**src/rtl/mat_ops_pkg.sv**
```systemverilog
package mat_ops_pkg;

	// datapath geometry
	localparam int word_len = 8;
	// words per sram row
	localparam int row_words = 4;
	localparam int addr_len = 8;

	// weight block read from sram a
	localparam int weight_rows = 4;
	// only the lower words of each weight row reach the core
	localparam int weight_keep = 3;

	// feature map rows from each of sram b and c
	localparam int fmap_rows = 2;

	// result chunks, half go to b and half to c
	localparam int out_chunks_per_sram = 2;
	localparam int chunk_words = 3;

	// base addresses in each sram
	localparam int read_a_offset = 0;
	localparam int read_b_offset = 16;
	localparam int read_c_offset = 16;
	localparam int write_b_offset = 32;
	localparam int write_c_offset = 32;

	// cycles between all reads done and core start
	localparam int settle_cycles = 4;

	// top level phases
	typedef enum logic [2:0] {
		ctrl_idle,
		ctrl_read,
		ctrl_core_run,
		ctrl_write,
		ctrl_done
	} ctrl_state_e;

	// shared by the row readers and row writers
	typedef enum logic [1:0] {
		buf_idle,
		buf_busy,
		buf_done
	} buf_state_e;

endpackage

```
**src/rtl/sram_row_reader.sv**
```systemverilog
`timescale 1ns/1ps

module sram_row_reader #(
	parameter int OFFSET = 0,
	parameter int ROWS = 4,
	parameter int KEEP = 3
) (
	input  logic                                                 i_clk,
	input  logic                                                 i_rstn,
	input  logic                                                 i_read_start,
	input  logic                                                 i_read_clear,
	input  logic [mat_ops_pkg::row_words*mat_ops_pkg::word_len-1:0] i_read_data,
	output logic [mat_ops_pkg::addr_len-1:0]                      o_read_addr,
	output logic [ROWS*KEEP*mat_ops_pkg::word_len-1:0]            o_buffer,
	output logic                                                 o_read_done
);
	import mat_ops_pkg::*;

	// counter must also hold ROWS once every row is issued
	localparam int ROW_W = $clog2(ROWS + 1);
	localparam int KEEP_W = KEEP * word_len;

	buf_state_e r_state;
	// next row to put on the address bus
	logic [ROW_W-1:0] r_row;
	// capture side, one cycle behind the address
	logic r_cap_vld;
	logic [ROW_W-1:0] r_cap_idx;
	// row 0 sits in the lowest words
	logic [ROWS-1:0][KEEP_W-1:0] r_buf;

	// idle shows the first row so the sram samples it on the start edge
	assign o_read_addr = addr_len'(OFFSET) + addr_len'(r_row);
	assign o_buffer = r_buf;
	assign o_read_done = (r_state == buf_done);

	always_ff @(posedge i_clk or negedge i_rstn) begin
		if (!i_rstn) begin
			r_state <= buf_idle;
			r_row <= '0;
			r_cap_vld <= 1'b0;
			r_cap_idx <= '0;
		end else if (i_read_clear) begin
			r_state <= buf_idle;
			r_row <= '0;
			r_cap_vld <= 1'b0;
		end else if (i_read_start) begin
			// row 0 already issued on this edge
			r_state <= buf_busy;
			r_row <= ROW_W'(1);
			r_cap_vld <= 1'b1;
			r_cap_idx <= '0;
		end else if (r_state == buf_busy) begin
			if (r_row < ROW_W'(ROWS)) begin
				r_row <= r_row + 1'b1;
				r_cap_vld <= 1'b1;
				r_cap_idx <= r_row;
			end else begin
				r_cap_vld <= 1'b0;
			end
			// last row lands this edge
			if (r_cap_vld && (r_cap_idx == ROW_W'(ROWS - 1)))
				r_state <= buf_done;
		end
	end

	// trim to the lower KEEP words of each row
	always_ff @(posedge i_clk) begin
		if (i_read_clear)
			r_buf <= '0;
		else if (r_cap_vld)
			r_buf[r_cap_idx] <= i_read_data[KEEP_W-1:0];
	end

endmodule

```
**src/rtl/sram_row_writer.sv**
```systemverilog
`timescale 1ns/1ps

module sram_row_writer #(
	parameter int OFFSET = 32,
	parameter int CHUNKS = 2
) (
	input  logic                                                   i_clk,
	input  logic                                                   i_rstn,
	input  logic                                                   i_write_start,
	input  logic [CHUNKS*mat_ops_pkg::chunk_words*mat_ops_pkg::word_len-1:0] i_chunks,
	input  logic [mat_ops_pkg::addr_len-1:0]                        i_read_addr,
	output logic [mat_ops_pkg::addr_len-1:0]                        o_addr,
	output logic                                                   o_wr_en,
	output logic [mat_ops_pkg::row_words*mat_ops_pkg::word_len-1:0] o_write_data,
	output logic                                                   o_write_done
);
	import mat_ops_pkg::*;

	localparam int CHUNK_W = chunk_words * word_len;
	// zero words above each chunk to fill a row
	localparam int PAD_W = (row_words - chunk_words) * word_len;
	localparam int IDX_W = (CHUNKS > 1) ? $clog2(CHUNKS) : 1;

	buf_state_e r_state;
	// chunk being written this cycle
	logic [IDX_W-1:0] r_idx;
	// results held from the core valid cycle
	logic [CHUNKS-1:0][CHUNK_W-1:0] r_chunks;

	// one row per cycle while busy
	assign o_wr_en = (r_state == buf_busy);
	assign o_write_done = (r_state == buf_done);

	// hand the port back to the reader when not writing
	assign o_addr = o_wr_en ? (addr_len'(OFFSET) + addr_len'(r_idx)) : i_read_addr;

	// chunk in the lower words, top word zero
	assign o_write_data = {{PAD_W{1'b0}}, r_chunks[r_idx]};

	always_ff @(posedge i_clk or negedge i_rstn) begin
		if (!i_rstn) begin
			r_state <= buf_idle;
			r_idx <= '0;
		end else if (i_write_start) begin
			// done drops here for the next job
			r_state <= buf_busy;
			r_idx <= '0;
		end else if (r_state == buf_busy) begin
			if (r_idx == IDX_W'(CHUNKS - 1))
				r_state <= buf_done;
			else
				r_idx <= r_idx + 1'b1;
		end
	end

	// capture the core output on its only valid cycle
	always_ff @(posedge i_clk) begin
		if (i_write_start)
			r_chunks <= i_chunks;
	end

endmodule

```
**src/rtl/mat_ops_ctrl.sv**
```systemverilog
`timescale 1ns/1ps

module mat_ops_ctrl #(
	parameter int SETTLE = 4
) (
	input  logic       i_clk,
	input  logic       i_rstn,
	input  logic       i_start,
	input  logic [2:0] i_read_done,
	input  logic [1:0] i_write_done,
	input  logic       i_core_valid,
	output logic       o_read_start,
	output logic       o_read_clear,
	output logic       o_core_start,
	output logic       o_write_start,
	output logic       o_done
);
	import mat_ops_pkg::*;

	ctrl_state_e r_state;
	ctrl_state_e w_next;
	// one-hot delay line after the last read
	logic [SETTLE-1:0] r_settle;
	logic w_reads_done;

	// all three readers hold done until clear
	assign w_reads_done = (r_state == ctrl_read) && (&i_read_done);

	always_ff @(posedge i_clk or negedge i_rstn) begin
		if (!i_rstn)
			r_state <= ctrl_idle;
		else
			r_state <= w_next;
	end

	// load once, then walk the bit out the top
	always_ff @(posedge i_clk or negedge i_rstn) begin
		if (!i_rstn)
			r_settle <= '0;
		else if (w_reads_done && (r_settle == '0))
			r_settle <= SETTLE'(1);
		else
			r_settle <= r_settle << 1;
	end

	always_comb begin
		w_next = r_state;
		case (r_state)
			// start ignored outside idle
			ctrl_idle: if (i_start) w_next = ctrl_read;
			// last settle stage ends the read phase
			ctrl_read: if (r_settle[SETTLE-1]) w_next = ctrl_core_run;
			// core latency is open ended
			ctrl_core_run: if (i_core_valid) w_next = ctrl_write;
			ctrl_write: if (&i_write_done) w_next = ctrl_done;
			// single cycle
			ctrl_done: w_next = ctrl_idle;
			default: w_next = ctrl_idle;
		endcase
	end

	// phase strobes, each one cycle on a phase change
	assign o_read_start = (r_state == ctrl_idle) && (w_next == ctrl_read);
	assign o_core_start = (r_state == ctrl_read) && (w_next == ctrl_core_run);
	assign o_write_start = (r_state == ctrl_core_run) && (w_next == ctrl_write);
	// buffers emptied while done is shown
	assign o_read_clear = (r_state == ctrl_done);
	assign o_done = (r_state == ctrl_done);

endmodule

```
**src/rtl/mat_ops.sv**
```systemverilog
`timescale 1ns/1ps

module mat_ops (
	input  logic i_clk,
	input  logic i_rstn,
	input  logic i_start,
	// sram a, read only
	input  logic [mat_ops_pkg::row_words*mat_ops_pkg::word_len-1:0] i_read_data_a,
	output logic [mat_ops_pkg::addr_len-1:0]                        o_addr_a,
	// sram b
	input  logic [mat_ops_pkg::row_words*mat_ops_pkg::word_len-1:0] i_read_data_b,
	output logic [mat_ops_pkg::addr_len-1:0]                        o_addr_b,
	output logic                                                   o_wr_en_b,
	output logic [mat_ops_pkg::row_words*mat_ops_pkg::word_len-1:0] o_write_data_b,
	// sram c
	input  logic [mat_ops_pkg::row_words*mat_ops_pkg::word_len-1:0] i_read_data_c,
	output logic [mat_ops_pkg::addr_len-1:0]                        o_addr_c,
	output logic                                                   o_wr_en_c,
	output logic [mat_ops_pkg::row_words*mat_ops_pkg::word_len-1:0] o_write_data_c,
	// external convolution core
	output logic o_core_start,
	output logic [mat_ops_pkg::weight_rows*mat_ops_pkg::weight_keep*mat_ops_pkg::word_len-1:0]
		o_core_weight,
	output logic [2*mat_ops_pkg::fmap_rows*mat_ops_pkg::row_words*mat_ops_pkg::word_len-1:0]
		o_core_fmap,
	input  logic i_core_valid,
	input  logic [2*mat_ops_pkg::out_chunks_per_sram*mat_ops_pkg::chunk_words*
		mat_ops_pkg::word_len-1:0] i_core_fmap,
	output logic o_done
);
	import mat_ops_pkg::*;

	// result bits per destination sram
	localparam int HALF_W = out_chunks_per_sram * chunk_words * word_len;
	localparam int FMAP_W = fmap_rows * row_words * word_len;

	logic w_read_start;
	logic w_read_clear;
	logic w_write_start;
	// {c, b, a}
	logic [2:0] w_read_done;
	// {c, b}
	logic [1:0] w_write_done;
	// reader addresses for the shared b and c ports
	logic [addr_len-1:0] w_read_addr_b;
	logic [addr_len-1:0] w_read_addr_c;
	logic [FMAP_W-1:0] w_buf_b;
	logic [FMAP_W-1:0] w_buf_c;

	// b in the upper half, c in the lower half
	assign o_core_fmap = {w_buf_b, w_buf_c};

	mat_ops_ctrl #(.SETTLE(settle_cycles)) u_ctrl (
		.i_clk         (i_clk),
		.i_rstn        (i_rstn),
		.i_start       (i_start),
		.i_read_done   (w_read_done),
		.i_write_done  (w_write_done),
		.i_core_valid  (i_core_valid),
		.o_read_start  (w_read_start),
		.o_read_clear  (w_read_clear),
		.o_core_start  (o_core_start),
		.o_write_start (w_write_start),
		.o_done        (o_done)
	);

	// weights, trimmed per row
	sram_row_reader #(.OFFSET(read_a_offset), .ROWS(weight_rows), .KEEP(weight_keep)) u_read_a (
		.i_clk        (i_clk),
		.i_rstn       (i_rstn),
		.i_read_start (w_read_start),
		.i_read_clear (w_read_clear),
		.i_read_data  (i_read_data_a),
		.o_read_addr  (o_addr_a),
		.o_buffer     (o_core_weight),
		.o_read_done  (w_read_done[0])
	);

	// full rows for both feature maps
	sram_row_reader #(.OFFSET(read_b_offset), .ROWS(fmap_rows), .KEEP(row_words)) u_read_b (
		.i_clk        (i_clk),
		.i_rstn       (i_rstn),
		.i_read_start (w_read_start),
		.i_read_clear (w_read_clear),
		.i_read_data  (i_read_data_b),
		.o_read_addr  (w_read_addr_b),
		.o_buffer     (w_buf_b),
		.o_read_done  (w_read_done[1])
	);

	sram_row_reader #(.OFFSET(read_c_offset), .ROWS(fmap_rows), .KEEP(row_words)) u_read_c (
		.i_clk        (i_clk),
		.i_rstn       (i_rstn),
		.i_read_start (w_read_start),
		.i_read_clear (w_read_clear),
		.i_read_data  (i_read_data_c),
		.o_read_addr  (w_read_addr_c),
		.o_buffer     (w_buf_c),
		.o_read_done  (w_read_done[2])
	);

	// chunks 0 and 1 back to b
	sram_row_writer #(.OFFSET(write_b_offset), .CHUNKS(out_chunks_per_sram)) u_write_b (
		.i_clk         (i_clk),
		.i_rstn        (i_rstn),
		.i_write_start (w_write_start),
		.i_chunks      (i_core_fmap[HALF_W-1:0]),
		.i_read_addr   (w_read_addr_b),
		.o_addr        (o_addr_b),
		.o_wr_en       (o_wr_en_b),
		.o_write_data  (o_write_data_b),
		.o_write_done  (w_write_done[0])
	);

	// chunks 2 and 3 to c
	sram_row_writer #(.OFFSET(write_c_offset), .CHUNKS(out_chunks_per_sram)) u_write_c (
		.i_clk         (i_clk),
		.i_rstn        (i_rstn),
		.i_write_start (w_write_start),
		.i_chunks      (i_core_fmap[2*HALF_W-1:HALF_W]),
		.i_read_addr   (w_read_addr_c),
		.o_addr        (o_addr_c),
		.o_wr_en       (o_wr_en_c),
		.o_write_data  (o_write_data_c),
		.o_write_done  (w_write_done[1])
	);

endmodule

```
**config.mk**
```make
export PLATFORM = sky130hd
export DESIGN_NAME = mat_ops
export DESIGN_NICKNAME = d
export VERILOG_FILES = /design/src/rtl/mat_ops_pkg.sv /design/src/rtl/sram_row_reader.sv /design/src/rtl/sram_row_writer.sv /design/src/rtl/mat_ops_ctrl.sv /design/src/rtl/mat_ops.sv
export SDC_FILE = /design/constraint.sdc
export NUM_CORES = 1
export LEC_CHECK = 0
export BUFFER_PORTS_ARGS = -buffer_cell sky130_fd_sc_hd__buf_4
export CORE_AREA = 2 2 198 200
export CTS_CLUSTER_SIZE = 8
export DETAILED_ROUTE_END_ITERATION = 16
export DIE_AREA = 0 0 200 202
export MAX_ROUTING_LAYER = met4
export PLACE_DENSITY = 0.56
export SLEW_MARGIN = 20
export SYNTH_ARGS = -nofsm -noshare
export SYNTH_HDL_FRONTEND = slang
export SYNTH_SLANG_ARGS = --single-unit
```
**constraint.sdc**
```tcl
create_clock -name i_clk -period 17.25 [get_ports i_clk]
set_input_delay 0.8625 -clock i_clk [delete_from_list [all_inputs] [get_ports i_clk]]
set_output_delay 0.8625 -clock i_clk [all_outputs]
set_load 0.02 [all_outputs]
```
== Yosys cells after proc, flatten, opt, wreduce, memory -nomap -nowiden ==
Cells that the tools add are included.

* Register bits: 356
* Output and inout port bits: 316
* Bits of input ports: 196
* Logic and storage cells: 194

* Equality and inequality tests: 20
* Reduce and logical (&&, ||, !) cells: 45
* Bitwise gates (word level): 1
* $lt $le $gt $ge: 11
* Multiplexer cells: 78
* Add/sub/neg operators: 9

{| class="wikitable"
|+ Operators with widths
! cell !! count
|-
| 64-bit bitwise mux || 2
|-
| 24-bit 2-to-1 mux || 5
|-
| 96-bit bitwise mux || 1
|-
| 32-bit demux with 1-bit select || 2
|-
| 2-bit 2-to-1 mux || 32
|-
| 32-bit 2-to-1 mux || 2
|-
| 24-bit demux with 2-bit select || 1
|-
| 3-bit 2-to-1 mux || 11
|-
| 3-bit nonzero test || 9
|-
| 2-bit nonzero test || 10
|-
| 1-bit 2-to-1 mux || 18
|-
| 2-bit AND reduction || 9
|-
| 8-bit 2-to-1 mux || 2
|-
| 3-bit by 2-bit equality test with 1-bit output, second input constant || 5
|-
| 6-bit by 1-bit adder with 7-bit output, first input constant || 2
|-
| 2-bit by 1-bit equality test with 1-bit output, second input constant || 7
|-
| 5-bit by 2-bit adder with 6-bit output, first input constant || 2
|-
| 3-bit case mux with 4 select lines || 1
|-
| 3-bit AND reduction || 4
|-
| 1-bit logical AND || 11
|-
| 2-bit equality test, second input constant || 5
|-
| 2-bit less-than comparator, second input constant || 4
|-
| 3-bit by 1-bit equality test with 1-bit output, second input constant || 2
|-
| 3-bit less-than comparator, second input constant || 2
|-
| other kinds (11) || 15
|}

== Longest topological paths before layout ==
Gate-level depths: netlist of the first run.

* Depth in word-level cells: 8
* Depth in mapped cells: 7
* Mapped depth without buffers: 4

== Hierarchy ==
From an unflattened synthesis of the first run, not the netlist that was laid out.

* Cells, all modules: 1338
* Area total of the unflattened synthesis: 13447.9 um^2

{| class="wikitable"
|+ Modules (own cells, without submodules)
! module !! cells an instance !! area an instance (um^2) !! seq. area each (um^2) !! instances
|-
| sram_row_writer || 105 || 2065.7 || 1516.5 || 2
|-
| sram_row_reader (u_read_a) || 465 || 3817.4 || 2147.1 || 1
|-
| sram_row_reader (u_read_b) || 319 || 2586.2 || 1456.4 || 1
|-
| sram_row_reader (u_read_c) || 316 || 2580.0 || 1456.4 || 1
|-
| mat_ops_ctrl || 28 || 332.8 || 175.2 || 1
|}

== Worst setup path after synthesis of the first run ==
OpenSTA, ideal clock, no wires.

* Kind: in2reg
* Start: input port i_core_valid
* End: register u_write_b.r_chunks[0] in the netlist's numbering, enable pin
* Cell stages on the path: 1
* Arrival: 8067 ps
* Slack: 8479 ps
* Library setup time: 704 ps
* Data required time: 16546 ps
* Buffers on the path: 0
* Path through: nor3b_1

* Cells in the longest elaborated chain, start to end: 4

{| class="wikitable"
|+ RTL lines
! item !! RTL line !! source
|-
| start, declared || mat_ops.sv:26 || <nowiki>input logic i_core_valid,</nowiki>
|-
| 3-bit 2-to-1 mux || mat_ops_ctrl.sv:54 || <nowiki>ctrl_core_run: if (i_core_valid) w_next = ctrl_write;</nowiki>
|-
| 3-bit case mux with 4 select lines || mat_ops_ctrl.sv:48 || <nowiki>case (r_state)</nowiki>
|-
| 3-bit by 2-bit equality test with 1-bit output || mat_ops_ctrl.sv:65 || <nowiki>assign o_write_start = (r_state == ctrl_core_run) && (w_next == ctrl_write);</nowiki>
|-
| 1-bit logical AND || mat_ops_ctrl.sv:65 ||
|-
| end signal, assigned || sram_row_writer.sv:59 || <nowiki>r_chunks <= i_chunks;</nowiki>
|-
| end, declared || sram_row_writer.sv:28 || <nowiki>logic [CHUNKS-1:0][CHUNK_W-1:0] r_chunks;</nowiki>
|}

Every way passes these cells.
A chain may end at the register's enable or synchronous reset.

== Worst setup path after layout of the first run ==
* Start: register u_ctrl.r_state[0]
* End: output port o_done

* Cells in the longest elaborated chain, start to end: 1

{| class="wikitable"
|+ RTL lines
! item !! RTL line !! source
|-
| start, declared || mat_ops_ctrl.sv:20 || <nowiki>ctrl_state_e r_state;</nowiki>
|-
| start signal, assigned || mat_ops_ctrl.sv:31 || <nowiki>r_state <= ctrl_idle;</nowiki>
|-
| start signal, assigned || mat_ops_ctrl.sv:33 || <nowiki>r_state <= w_next;</nowiki>
|-
| 3-bit equality test || mat_ops_ctrl.sv:68 || <nowiki>assign o_done = (r_state == ctrl_done);</nowiki>
|-
| end, declared || mat_ops.sv:29 || <nowiki>output logic o_done</nowiki>
|}

Every way passes these cells.

==> metrics.md, run 1 <==
| Metric | Value |
|---|---|
| Initial standard-cell utilization of the core | 0.338 |
| Worst setup path startpoint | u_ctrl.r_state[0] |
| Die Footprint | 40,400 um2 |
| Buffer count from post-CTS setup fixing | 0 |
| Total buffers and inverters traversed by the critical path | 2 |
| Clock tree buffer depth | 3 |
| Overflow left after global routing | 0 |
| Top fanout value on the critical path | 122 |
| Startpoint kind of the worst setup timing path | register |
| Startpoint of the lowest-slack register-to-register path | u_ctrl.r_state[0] |
| Cell type with the highest aggregate area in the netlist | sky130_fd_sc_hd__dfxtp_1 |
| Post-synth cell types | 46 |
| Simple-gate area share of the yosys netlist | 0.163 |
| Worst hold slack | 256 ps |
| End of the worst register-to-register path | u_read_b.o_buffer[41] |
| Fraction of registers with async set or reset after synthesis | 0.101 |
| Share of the synthesized area in the top cell type | 0.346 |
| Sequential element share of the synthesized area | 0.639 |
| Slowest stage delay, CP | 720 ps |
| Pin count of the biggest net entering global routing | 123 |
| CTS hold repair buffers | 0 |
| M1 GR Usage | 0.226 |
| Area of all placed cells without fillers | 18,300 um2 |
| Type of the worst setup path | reg2out |
| RSZ-0062 raised after global routing | no |
| Cell count after synthesis | 1,305 |
| Multiplexer fraction of the synthesized cell area | 0.0425 |
| Depth of the worst register-to-register path | 4 |
| Type of element capturing the critical path | primary output |
| DR iter-0 viols | 435 |
| Number of buffer cells added on primary ports | 474 |
| Total of max-cap violations | 0 |
| Minimum clock period after layout | 3500 ps |
| Detail Route Antenna Nets | 0 |
| Via count of the routed design | 10.7k |
| Antenna violations before repair | 1 |
| Static leakage power | 0.00846 uW |
| Total power after layout | 1870 uW |
| End-of-flow core utilization | 0.477 |
| Number of gates resized after CTS | 0 |
| Core outline area | 38,300 um2 |
| Run status | finished clean |
| CTS tree | done |
| Slew Viols, Final | 0 |
| Maximum level of the CTS H-tree | 2 |
| Fin. Hold Viols | 0 |
| Number of I/O pins | 512 |
| Row cnt | 72 |
| CP required | 16,390 ps |
| Horizontal extent of the die | 200 um |
| Filler cell count | 3,674 |
| Slew at the pin closest to its max-slew limit | 1040 ps |
| First-pass GRT wire length | 59,700 um |
| Main combinational cell family by area after synthesis | simple AND/OR/NAND/NOR gates |
| Layout-stage area growth over the synthesis result | 41.1% |
| Root buffer cell | sky130_fd_sc_hd__clkbuf_16 |
| Cell-by-cell listing of the critical path | or3b_1 -> inv_6 -> buf_4 |
| Setup TNS | 0 ps |
| Detailed placement HPWL | 26,900 um |
| Nets@finish | 1,955 |
| GR Layer Usage met2 | 0.324 |
| Share of cells above drive strength 1 | 0.340 |
| Share of the synthesized area in compound gates (AO/OA/AOI/OAI) | 0.104 |
| Clock tree skew after final layout | 11.2 ps |
| Synth Area in Adders | 0.000966 |
| Slowest CP cell | sky130_fd_sc_hd__inv_6 |
| Summed instance area of the synthesized netlist | 12,900 um2 |
| Max-Slew Margin vs Limit | 0.303 |
| Cell family with most CP delay | buffers and inverters |
| Worst voltage drop across the vdd grid | 0.0677 mV |
| Top FF cell, synth | sky130_fd_sc_hd__dfxtp_1 |
| Count of final setup violators | 0 |
| Number of warnings reported in the yosys synthesis log | 0 |
| Crit path capture | o_done |
| Worst reg2reg setup slack | 14,410 ps |
| Number of iterations in the first detailed-routing pass | 5 |
| Number of global-route vias before repair | 10.6k |
| Number of synthesized register bits | 356 |
| Top post-synthesis cells by area | sky130_fd_sc_hd__dfxtp_1 35%, sky130_fd_sc_hd__edfxtp_1 22%, sky130_fd_sc_hd__nand2_1 13% |
| Most Used Layer, Global Route | met2 |
| Depth of the critical timing path with buffers and inverters included | 3 |
| Routed wire per std cell | 17.3 um |
| Avg Vias per Cell | 4.67 |
| Period utilisation layout | 0.203 |
| Height of the die | 202 um |
| Worst hold path type | in2async |
| Number of flops mapped to enable cells by yosys | 96 |
| GR Util All Layers | 0.197 |
| Arrival @ worst endpoint | 2640 ps |
| Num Clock Sinks | 356 |
| Clk pin slew, worst setup/hold paths | 50 ps |
| Total power density per cell area | 102 nW/um2 |
| Post-Place Cell Area | 16,800 um2 |
| Fmax | 286 MHz |
| Number of buffers created by CTS | 50 |
| Xor/xnor share of the synthesized area | 0.00203 |
| Syn avg cell area | 9.92 um2 |
| Post-Route WL | 39,900 um |
| Worst-Skew Late Latency | 560 ps |
| Met3 usage in global routing | 0.0646 |
| Remaining design rule violation count | 0 |
| Gpl congestion | 0.773 |
[flip-flops by register name, summed over array words and instances (netlist names), 3 cells and up]
| register | count |
|---|---|
| u_write_c.r_chunks | 48 |
| u_read_b.o_buffer | 64 |
| u_read_a.r_row | 3 |
| u_read_a.r_cap_idx | 3 |
| u_read_c.o_buffer | 64 |
| u_ctrl.r_settle | 4 |
| u_write_b.r_chunks | 48 |
| u_ctrl.r_state | 3 |
| u_read_a.o_buffer | 96 |
[where the power goes]
group | total, uW | internal [uW] | switching [uW]
combinational | 102 | 53.0 | 48.6
sequential | 868 | 865 | 3.00
clock | 901 | 554 | 347
total | 1870 | 1470 | 399
[metal layers]
layer	wire length [um]	vias to the layer above
met5	0	-
met3	3580	58
met2	19400	387
met4	918	0
li1	-	5195
met1	16000	5097
[cell type report]
class,count,area [um2],area share
timing repair buffer,492,3700,0.203
clock buffer,74,1420,0.0774
inverter,7,31.3,0.00171
sequential,356,8270,0.452
multi-input combinational,851,4210,0.230
antenna,1,2.50,0.000137
tap,518,648,0.0355
[cells in the final DEF, fill, tap and decap left out, drive strengths merged, types with 2 or more instances in the layout]
cell type and count:
nand3b 3, a32o 4, or3b 3, o21ai 5, nor4bb 3, clkbuf 74, a21boi 2, nand2 457
buf 492, and2 5, nor2 17, conb 29, nand4bb 2, a21o 2, dfxtp 224, inv 7
o211ai 3, a31oi 3, nand2b 3, nor3b 6, mux2 48, or4b 3, nor4b 2, a21oi 233
and3b 3, edfxtp 96, o31a 2, xnor2 3, dfrtp 36
[per-stage QoR]
step	cells	worst slack, ps
global route	2299	13550
global placement	2224	14070
detailed placement	2224	14020
finish	2299	13750
CTS	2298	13640
floorplan	1333	8480
[cells in the mapped netlist, drive strengths merged, types with 2 or more instances]
cell	n
inv	7
dfxtp	224
or3b	3
a31oi	3
and2	5
nor2	17
nor4b	2
and3b	3
o211ai	3
a32o	4
nor4bb	3
clkbuf	55
a21boi	2
buf	64
nand4bb	2
o21ai	5
or4b	3
dfrtp	36
a21oi	233
mux2	48
xnor2	3
a21o	2
nand2b	3
o31a	2
nor3b	6
nand2	457
nand3b	3
edfxtp	96
[how the worst min path moves through the flow]
stage | end | slack [ps] | cells after the start
after floorplan | u_ctrl.r_settle[1] | 420 | 1
after global placement | u_ctrl.r_settle[3] | 360 | 0
after detailed placement | u_ctrl.r_settle[3] | 360 | 0
after CTS | u_read_b.r_cap_idx[0] | 230 | 1
after global routing | u_write_b.r_idx | 260 | 1
final | u_write_b.r_state[0] | 260 | 1
[kinds of logic (layout without fill, tap and decap cells)]
kind of cell	Yosys count	count (layout)
buffers and inverters	126	573
adders and majority gates	1	1
muxes	49	49
DFF	356	356
other	1	30
AOI/OAI and AO/OA	257	257
and+or+nand+nor	512	512
xor gates and xnor gates	3	3
Power figures use the tool's default switching activity.
==> inputs of run 2 (changes only) <==
--- a/config.mk
+++ b/config.mk
@@ -5,13 +5,14 @@
 export SDC_FILE = /design/constraint.sdc
 export NUM_CORES = 1
 export LEC_CHECK = 0
+export ABC_AREA = 1
 export BUFFER_PORTS_ARGS = -buffer_cell sky130_fd_sc_hd__buf_4
-export CORE_AREA = 2 2 198 200
+export CORE_AREA = 2 2 201 203
 export CTS_CLUSTER_SIZE = 8
 export DETAILED_ROUTE_END_ITERATION = 16
-export DIE_AREA = 0 0 200 202
+export DIE_AREA = 0 0 203 205
 export MAX_ROUTING_LAYER = met4
-export PLACE_DENSITY = 0.56
+export PLACE_DENSITY = 0.59
 export SLEW_MARGIN = 20
 export SYNTH_ARGS = -nofsm -noshare
 export SYNTH_HDL_FRONTEND = slang
==> constraint.sdc (replaced) <==
create_clock -name i_clk -period 2.8 [get_ports i_clk]
set_input_delay 0.14 -clock i_clk [delete_from_list [all_inputs] [get_ports i_clk]]
set_output_delay 0.14 -clock i_clk [all_outputs]
set_load 0.02 [all_outputs]
==> metrics.md, run 2 <==
| Metric | Value |
|---|---|
| Remaining design rule violation count | 0 (unchanged) |
| RSZ-0062 raised after global routing | no (unchanged) |
| Overflow left after global routing | 0 (unchanged) |
| Post-synth cell types | 26 (was 46) |
| Top library cells by usage in the layout, fill and taps aside | 493 x sky130_fd_sc_hd__buf_4, 373 x sky130_fd_sc_hd__nor2_1, 302 x sky130_fd_sc_hd__nand2_1 (was 490 x sky130_fd_sc_hd__buf_4, 457 x sky130_fd_sc_hd__nand2_1, 233 x sky130_fd_sc_hd__a21oi_1) |
| Number of iterations in the first detailed-routing pass | 7 (was 5) |
| Top fanout value on the critical path | 27 (was 122) |
| Number of I/O pins | 512 (unchanged) |
| Fin. Hold Viols | 0 (unchanged) |
| Total of max-cap violations | 0 (unchanged) |
| Run status | finished clean (unchanged) |
| Number of buffer cells added on primary ports | 474 (unchanged) |
| End-of-flow core utilization | 0.523 (was 0.477) |
| Worst-Skew Late Latency | 580 ps (was 560 ps) |
| Max-Slew Margin vs Limit | 0.513 (was 0.303) |
| CP required | 2660 ps (was 16,390 ps) |
| Clk pin slew, worst setup/hold paths | 50 ps (about the same) |
| Setup TNS | 0 ps (unchanged) |
| Footprint of the flip-flops and latches | 8270 um2 (unchanged) |
| Worst hold path type | in2async (unchanged) |
| Clock tree skew after final layout | 18.0 ps (was 11.2 ps) |
| Maximum level of the CTS H-tree | 2 (unchanged) |
| Share of cells above drive strength 1 | 0.257 (was 0.340) |
| Horizontal extent of the die | 203 um (was 200 um) |
| Top cell types by occurrence after synthesis | 373 x sky130_fd_sc_hd__nor2_1, 302 x sky130_fd_sc_hd__nand2_1, 224 x sky130_fd_sc_hd__dfxtp_1 (was 457 x sky130_fd_sc_hd__nand2_1, 233 x sky130_fd_sc_hd__a21oi_1, 224 x sky130_fd_sc_hd__dfxtp_1) |
| Root buffer cell | sky130_fd_sc_hd__clkbuf_16 (unchanged) |
| Height of the die | 205 um (was 202 um) |
| Clock tree buffer depth | 3 (unchanged) |
| Worst voltage drop across the vdd grid | 0.492 mV (was 0.0677 mV) |
| Fraction of registers with async set or reset after synthesis | 0.101 (unchanged) |
| DR iter-0 viols | 681 (was 435) |
| Share of the synthesized area in the top cell type | 0.331 (was 0.346) |
| Total area of multi-input combinational cells | 4410 um2 (was 4210 um2) |
| Core outline area | 39,400 um2 (was 38,300 um2) |
| Met3 routed WL | 3610 um (was 3580 um) |
| Cell type with the highest aggregate area in the netlist | sky130_fd_sc_hd__dfxtp_1 (unchanged) |
| Type of the worst setup path | reg2out (unchanged) |
| Sequential element share of the synthesized area | 0.611 (was 0.639) |
| Row cnt | 73 (was 72) |
| Top FF cell, synth | sky130_fd_sc_hd__dfxtp_1 (unchanged) |
| Post-Route WL | 45,100 um (was 39,900 um) |
| Static leakage power | 0.00990 uW (was 0.00846 uW) |
| Layout-stage area growth over the synthesis result | 52.0% (was 41.1%) |
| Summed instance area of the synthesized netlist | 13,500 um2 (was 12,900 um2) |
| Gpl congestion | 0.834 (was 0.773) |
| Most instantiated library cell after synthesis | sky130_fd_sc_hd__nor2_1 (was sky130_fd_sc_hd__nand2_1) |
| Uppermost metal layer occupied by signal nets | met4 (unchanged) |
| Avg Vias per Cell | 4.67 (about the same) |
| Number of flops mapped to enable cells by yosys | 96 (unchanged) |
| Met1 layer wirelength in the final routing | 17,700 um (was 16,000 um) |
| Slew at the pin closest to its max-slew limit | 730 ps (was 1040 ps) |
| Syn avg cell area | 8.75 um2 (was 9.92 um2) |
| Period utilisation layout | 0.790 |
| Cell count after synthesis | 1,547 (was 1,305) |
| Arrival @ worst endpoint | 2070 ps (was 2640 ps) |
| Fmax | 452 MHz |
| Antenna violations before repair | 2 (was 1) |
| Nets@finish | 2,374 (was 1,955) |
| Number of buffers created by CTS | 50 (unchanged) |
| CTS tree | done (unchanged) |
| Routed wire per std cell | 16.5 um (was 17.3 um) |
| Detailed placement HPWL | 29,400 um (was 26,900 um) |
| Minimum clock period after layout | 2210 ps |
| Most common cell after layout, fill and taps aside | sky130_fd_sc_hd__buf_4 (unchanged) |
| Initial standard-cell utilization of the core | 0.344 (was 0.338) |
| Via count of the routed design | 12.7k (was 10.7k) |
| Worst setup path startpoint | u_write_b.r_idx (was u_ctrl.r_state[0]) |
| Die Footprint | 41,600 um2 (was 40,400 um2) |
| Flip-flop count of the largest register after layout | 96 (unchanged) |
| Count of final setup violators | 0 (unchanged) |
| Top post-synthesis cells by area | sky130_fd_sc_hd__dfxtp_1 33%, sky130_fd_sc_hd__edfxtp_1 21%, sky130_fd_sc_hd__nor2_1 10% (was sky130_fd_sc_hd__dfxtp_1 35%, sky130_fd_sc_hd__edfxtp_1 22%, sky130_fd_sc_hd__nand2_1 13%) |
| Total power after layout | 11,300 uW (was 1870 uW) |
| WL met2 | 22,000 um (was 19,400 um) |
| Detail Route Antenna Nets | 0 (unchanged) |
| Worst reg2reg setup slack | 970 ps (was 14,410 ps) |
| Startpoint kind of the worst setup timing path | register (unchanged) |
| First-pass GRT wire length | 69,200 um (was 59,700 um) |
| Pin count of the biggest net entering global routing | 193 (was 123) |
| Filler cell count | 3,613 (was 3,674) |
| Number of global-route vias before repair | 12.7k (was 10.6k) |
| Startpoint of the lowest-slack register-to-register path | u_read_a.r_cap_idx[0] (was u_ctrl.r_state[0]) |
| Type of element capturing the critical path | primary output (unchanged) |
| Number of synthesized register bits | 356 (unchanged) |
| Number of warnings reported in the yosys synthesis log | 0 (unchanged) |
| Slew Viols, Final | 0 (unchanged) |
| Total power density per cell area | 550 nW/um2 (was 102 nW/um2) |
| GR Util All Layers | 0.218 (was 0.197) |
| Num Clock Sinks | 356 (unchanged) |
==> run 2: path summary, 6_finish.rpt <==
path,endpoint,cells past startpoint
setup / recovery,o_write_data_b[23],5
setup reg to reg,u_read_a.o_buffer[12],4
max in group asynchronous,u_read_a.r_cap_idx[1],2
hold reg to reg,u_ctrl.r_settle[1],0
hold / removal,u_write_b.r_state[0],2
min in group i_clk,u_write_b.r_chunks[5],2
==> run 2: layer usage <==
layer | global-route usage | vias to the layer above
li1 | - | 6232
met1 | 0.249 | 5862
met2 | 0.362 | 536
met3 | 0.0527 | 107
met4 | 0.102 | 0
met5 | - | -
==> run 2: cells by family (layout without fill, tap and decap cells) <==
family	Yosys count	after routing	synth area share
flip-flops	356	356	0.611
adder cells (fa/ha/maj)	1	1	0.000924
AO/OA/AOI/OAI	191	191	0.0711
AND/OR/NAND/NOR	805	805	0.245
other	1	31	0.000277
buffers and inverters	193	819	0.0720
==> run 2: where the power goes <==
part / switching, uW / internal (uW)
Clock: 2230 / 3270
Sequential: 0 / 5300
Combinational: 181 / 337
==> run 2: final cells by class <==
class	instances	share of cell area
sequential	356	0.402
timing repair buffer	682	0.273
multi-input combinational	1026	0.214
clock buffer	72	0.0648
tap	525	0.0319
inverter	61	0.0113
clock inverter	4	0.00310
antenna	2	0.000243
==> run 2: repair_timing <==
item,4_1_cts,5_1_grt
hold buffers,187,0
setup buffers,0,0
hold endpoints to repair,366,0
gates resized for setup,0,0
==> run 2: metrics by stage <==
| step | worst slack [ps] | hold WS, ps | cells | area [um2] |
|---|---|---|---|---|
| global placement | 1010 | 128 | 2463 | 17300 |
| floorplan | 238 | -156 | 1575 | 13600 |
| global route | 466 | 118 | 2728 | 20600 |
| CTS | 531 | 58.0 | 2726 | 20600 |
| detailed placement | 958 | 136 | 2463 | 17300 |
| finish | 589 | 71.4 | 2728 | 20600 |
==> run 2: critical path, cell delays in order, from the launching register on <==
cell and delay (ps):
sky130_fd_sc_hd__dfrtp_1 350, sky130_fd_sc_hd__buf_4 220, sky130_fd_sc_hd__inv_2 390, sky130_fd_sc_hd__nand2_1 230, sky130_fd_sc_hd__nand2_1 130, sky130_fd_sc_hd__buf_4 150
==> inputs of run 3 (changes only) <==
--- a/config.mk
+++ b/config.mk
@@ -5,12 +5,12 @@
 export SDC_FILE = /design/constraint.sdc
 export NUM_CORES = 1
 export LEC_CHECK = 0
-export ABC_AREA = 1
+export ABC_AREA = 0
 export BUFFER_PORTS_ARGS = -buffer_cell sky130_fd_sc_hd__buf_4
-export CORE_AREA = 2 2 201 203
+export CORE_AREA = 2 2 197 199
 export CTS_CLUSTER_SIZE = 8
 export DETAILED_ROUTE_END_ITERATION = 16
-export DIE_AREA = 0 0 203 205
+export DIE_AREA = 0 0 199 201
 export MAX_ROUTING_LAYER = met4
 export PLACE_DENSITY = 0.59
 export SLEW_MARGIN = 20
==> constraint.sdc (replaced) <==
create_clock -name i_clk -period 1.8 [get_ports i_clk]
set_input_delay 0.09 -clock i_clk [delete_from_list [all_inputs] [get_ports i_clk]]
set_output_delay 0.09 -clock i_clk [all_outputs]
set_load 0.02 [all_outputs]
==> metrics.md, run 3 (same netlist as run 1, synthesis figures left out) <==
| Metric | Value |
|---|---|
| Max-Slew Margin vs Limit | 0.489 (was 0.513) |
| Setup TNS | -24.7 ps (was 0 ps) |
| GR Util All Layers | 0.214 (was 0.218) |
| Type of element capturing the critical path | primary output (unchanged) |
| Core outline area | 38,100 um2 (was 39,400 um2) |
| Sequential cell fraction of total power | 0.445 (was 0.468) |
| Worst hold path type | in2async (unchanged) |
| CTS tree | done (unchanged) |
| Flip-flop count of the largest register after layout | 96 (unchanged) |
| First-pass GRT wire length | 64,900 um (was 69,200 um) |
| Depth of the worst register-to-register path | 3 (was 4) |
| Clock tree buffer depth | 3 (unchanged) |
| Post-Place Cell Area | 17,300 um2 (about the same) |
| Final worst setup slack | -24.7 ps (was 589 ps) |
| Clk pin slew, worst setup/hold paths | 50 ps (about the same) |
| Overflow left after global routing | 0 (unchanged) |
| Net load switching power | 4080 uW (was 2410 uW) |
| Total power after layout | 18,700 uW (was 11,300 uW) |
| Horizontal extent of the die | 199 um (was 203 um) |
| Count of final setup violators | 1 (was 0) |
| Area of all placed cells without fillers | 21,200 um2 (was 20,600 um2) |
| Startpoint of the lowest-slack register-to-register path | u_read_a.r_state[0] (was u_read_a.r_cap_idx[0]) |
| Remaining design rule violation count | 0 (unchanged) |
| Minimum clock period after layout | 1820 ps |
| Number of buffer cells added on primary ports | 474 (unchanged) |
| Slew Viols, Final | 0 (unchanged) |
| Failing checks | negative setup slack |
| Fin. Hold Viols | 0 (unchanged) |
| Most common cell after layout, fill and taps aside | sky130_fd_sc_hd__buf_4 (unchanged) |
| Switching share of total power | 0.218 (was 0.213) |
| Run status | complete, but fails checks (was finished clean) |
| Number of global-route vias before repair | 12.0k (was 12.7k) |
| Post-Route WL | 44,000 um (was 45,100 um) |
| Total power density per cell area | 885 nW/um2 (was 550 nW/um2) |
| Worst-Skew Late Latency | 570 ps (was 580 ps) |
| RSZ-0062 raised after global routing | yes (was no) |
| Internal power | 14,700 uW (was 8900 uW) |
| Initial standard-cell utilization of the core | 0.340 (was 0.344) |
| Nets@finish | 2,186 (was 2,374) |
| Row cnt | 72 (was 73) |
| Slew at the pin closest to its max-slew limit | 759 ps (was 730 ps) |
| Combinational share of power | 0.081 (was 0.046) |
| Worst reg2reg setup slack | 30 ps (was 970 ps) |
| Top fanout value on the critical path | 5 (was 27) |
| Detailed placement HPWL | 27,600 um (was 29,400 um) |
| Number of buffers created by CTS | 51 (was 50) |
| Worst setup slack after placement | 80.2 ps (was 958 ps) |
| Clock tree skew after final layout | 20.4 ps (was 18.0 ps) |
| Final antenna diode count | 0 (was 2) |
| End-of-flow core utilization | 0.555 (was 0.523) |
| Pin count of the biggest net entering global routing | 46 (was 193) |
| Number of I/O pins | 512 (unchanged) |
| Num Clock Sinks | 356 (unchanged) |
| Via count of the routed design | 11.8k (was 12.7k) |
| Worst voltage drop across the vdd grid | 0.710 mV (was 0.492 mV) |
| Antenna violations before repair | 0 (was 2) |
| Root buffer cell | sky130_fd_sc_hd__clkbuf_16 (unchanged) |
| Arrival @ worst endpoint | 1730 ps (was 2070 ps) |
| Layout-stage area growth over the synthesis result | 63.4% (was 52.0%) |
| Gpl congestion | 0.796 (was 0.834) |
| End of the worst register-to-register path | u_ctrl.r_settle[0] (was u_read_a.o_buffer[12]) |
| Startpoint kind of the worst setup timing path | register (unchanged) |
| Die Footprint | 40,000 um2 (was 41,600 um2) |
| Detail Route Antenna Nets | 0 (unchanged) |
| Period utilisation layout | 1.01 |
| CP required | 1710 ps (was 2660 ps) |
| Top library cells by usage in the layout, fill and taps aside | 467 x sky130_fd_sc_hd__buf_4, 457 x sky130_fd_sc_hd__nand2_1, 233 x sky130_fd_sc_hd__a21oi_1 (was 493 x sky130_fd_sc_hd__buf_4, 373 x sky130_fd_sc_hd__nor2_1, 302 x sky130_fd_sc_hd__nand2_1) |
| Maximum level of the CTS H-tree | 2 (unchanged) |
| Avg Vias per Cell | 4.68 (was 4.67) |
| Number of iterations in the first detailed-routing pass | 5 (was 7) |
| Height of the die | 201 um (was 205 um) |
| Total of max-cap violations | 0 (unchanged) |
| Relative contribution of the clock network to total power | 0.474 (was 0.486) |
| Fmax | 548 MHz |
| Routed wire per std cell | 17.4 um (was 16.5 um) |
| Share of cells above drive strength 1 | 0.329 (was 0.257) |
| Static leakage power | 0.00982 uW (was 0.00990 uW) |
| Type of the worst setup path | reg2out (unchanged) |
| DR iter-0 viols | 491 (was 681) |
## run 3: critical path: stages (launching register included)
cell                      delay [ps]
sky130_fd_sc_hd__dfrtp_1         400
sky130_fd_sc_hd__or3b_4          470
sky130_fd_sc_hd__inv_16           90
sky130_fd_sc_hd__buf_12          100
sky130_fd_sc_hd__buf_8           100
## run 3: how the worst max path moves through the flow
stage / from / slack (ps) / cells after the start / to
floorplan: u_ctrl.r_state[2] / -1780 / 2 / u_write_b.r_chunks[0]
global placement: u_ctrl.r_state[1] / 110 / 3 / u_ctrl.r_settle[0]
detailed placement: u_ctrl.r_state[1] / 80 / 3 / u_ctrl.r_settle[0]
CTS: u_ctrl.r_state[1] / -70 / 4 / o_done
global route: u_ctrl.r_state[2] / -80 / 4 / o_done
finish: u_ctrl.r_state[2] / -20 / 4 / o_done
## run 3: final cells by class
class	instances	area, um2
Timing Repair Buffer	721	6320
Tap cell	518	648
Inverter	7	42.5
Clock buffer	72	1410
Sequential cell	356	8270
Clock inverter	3	55.1
Timing Repair inverter	1	8.76
Fill cell	3228	16900
Multi-Input combinational cell	851	4400
## run 3: power by group through the flow
| stage | Clock (uW) | Combinational, uW | Sequential (uW) |
|---|---|---|---|
| 2_1_floorplan | 0 | 391 | 8520 |
| 3_3_place_gp | 0 | 990 | 8470 |
| 3_5_place_dp | 0 | 1000 | 8480 |
| 4_1_cts | 9110 | 1360 | 8320 |
| 5_1_grt | 9430 | 1600 | 8330 |
| 6_report | 8880 | 1520 | 8330 |
## run 3: routing by layer
| layer | vias to the layer above | part of all wire | global-route usage | wire, um |
|---|---|---|---|---|
| met2 | 454 | 0.49 | 0.353 | 21500 |
| met4 | 0 | 0.035 | 0.0936 | 1550 |
| met1 | 5629 | 0.40 | 0.246 | 17700 |
| met5 | - | 0 | - | 0 |
| li1 | 5660 | - | - | - |
| met3 | 103 | 0.073 | 0.0526 | 3200 |
## run 3: repair_timing
action	CTS	global route
gates resized for setup	15	90
hold buffers	187	0
hold endpoints to repair	364	0
cloned	2	3
endpoints found under the setup margin	38	68
setup buffers	6	4
pin swaps	1	4
## run 3: stage by stage
stage | hold WS (ps) | instances
floorplan | -206 | 1333
global placement | 78.3 | 2252
detailed placement | 86.6 | 2252
CTS | 27.6 | 2522
global route | 79.7 | 2529
finish | 51.4 | 2529
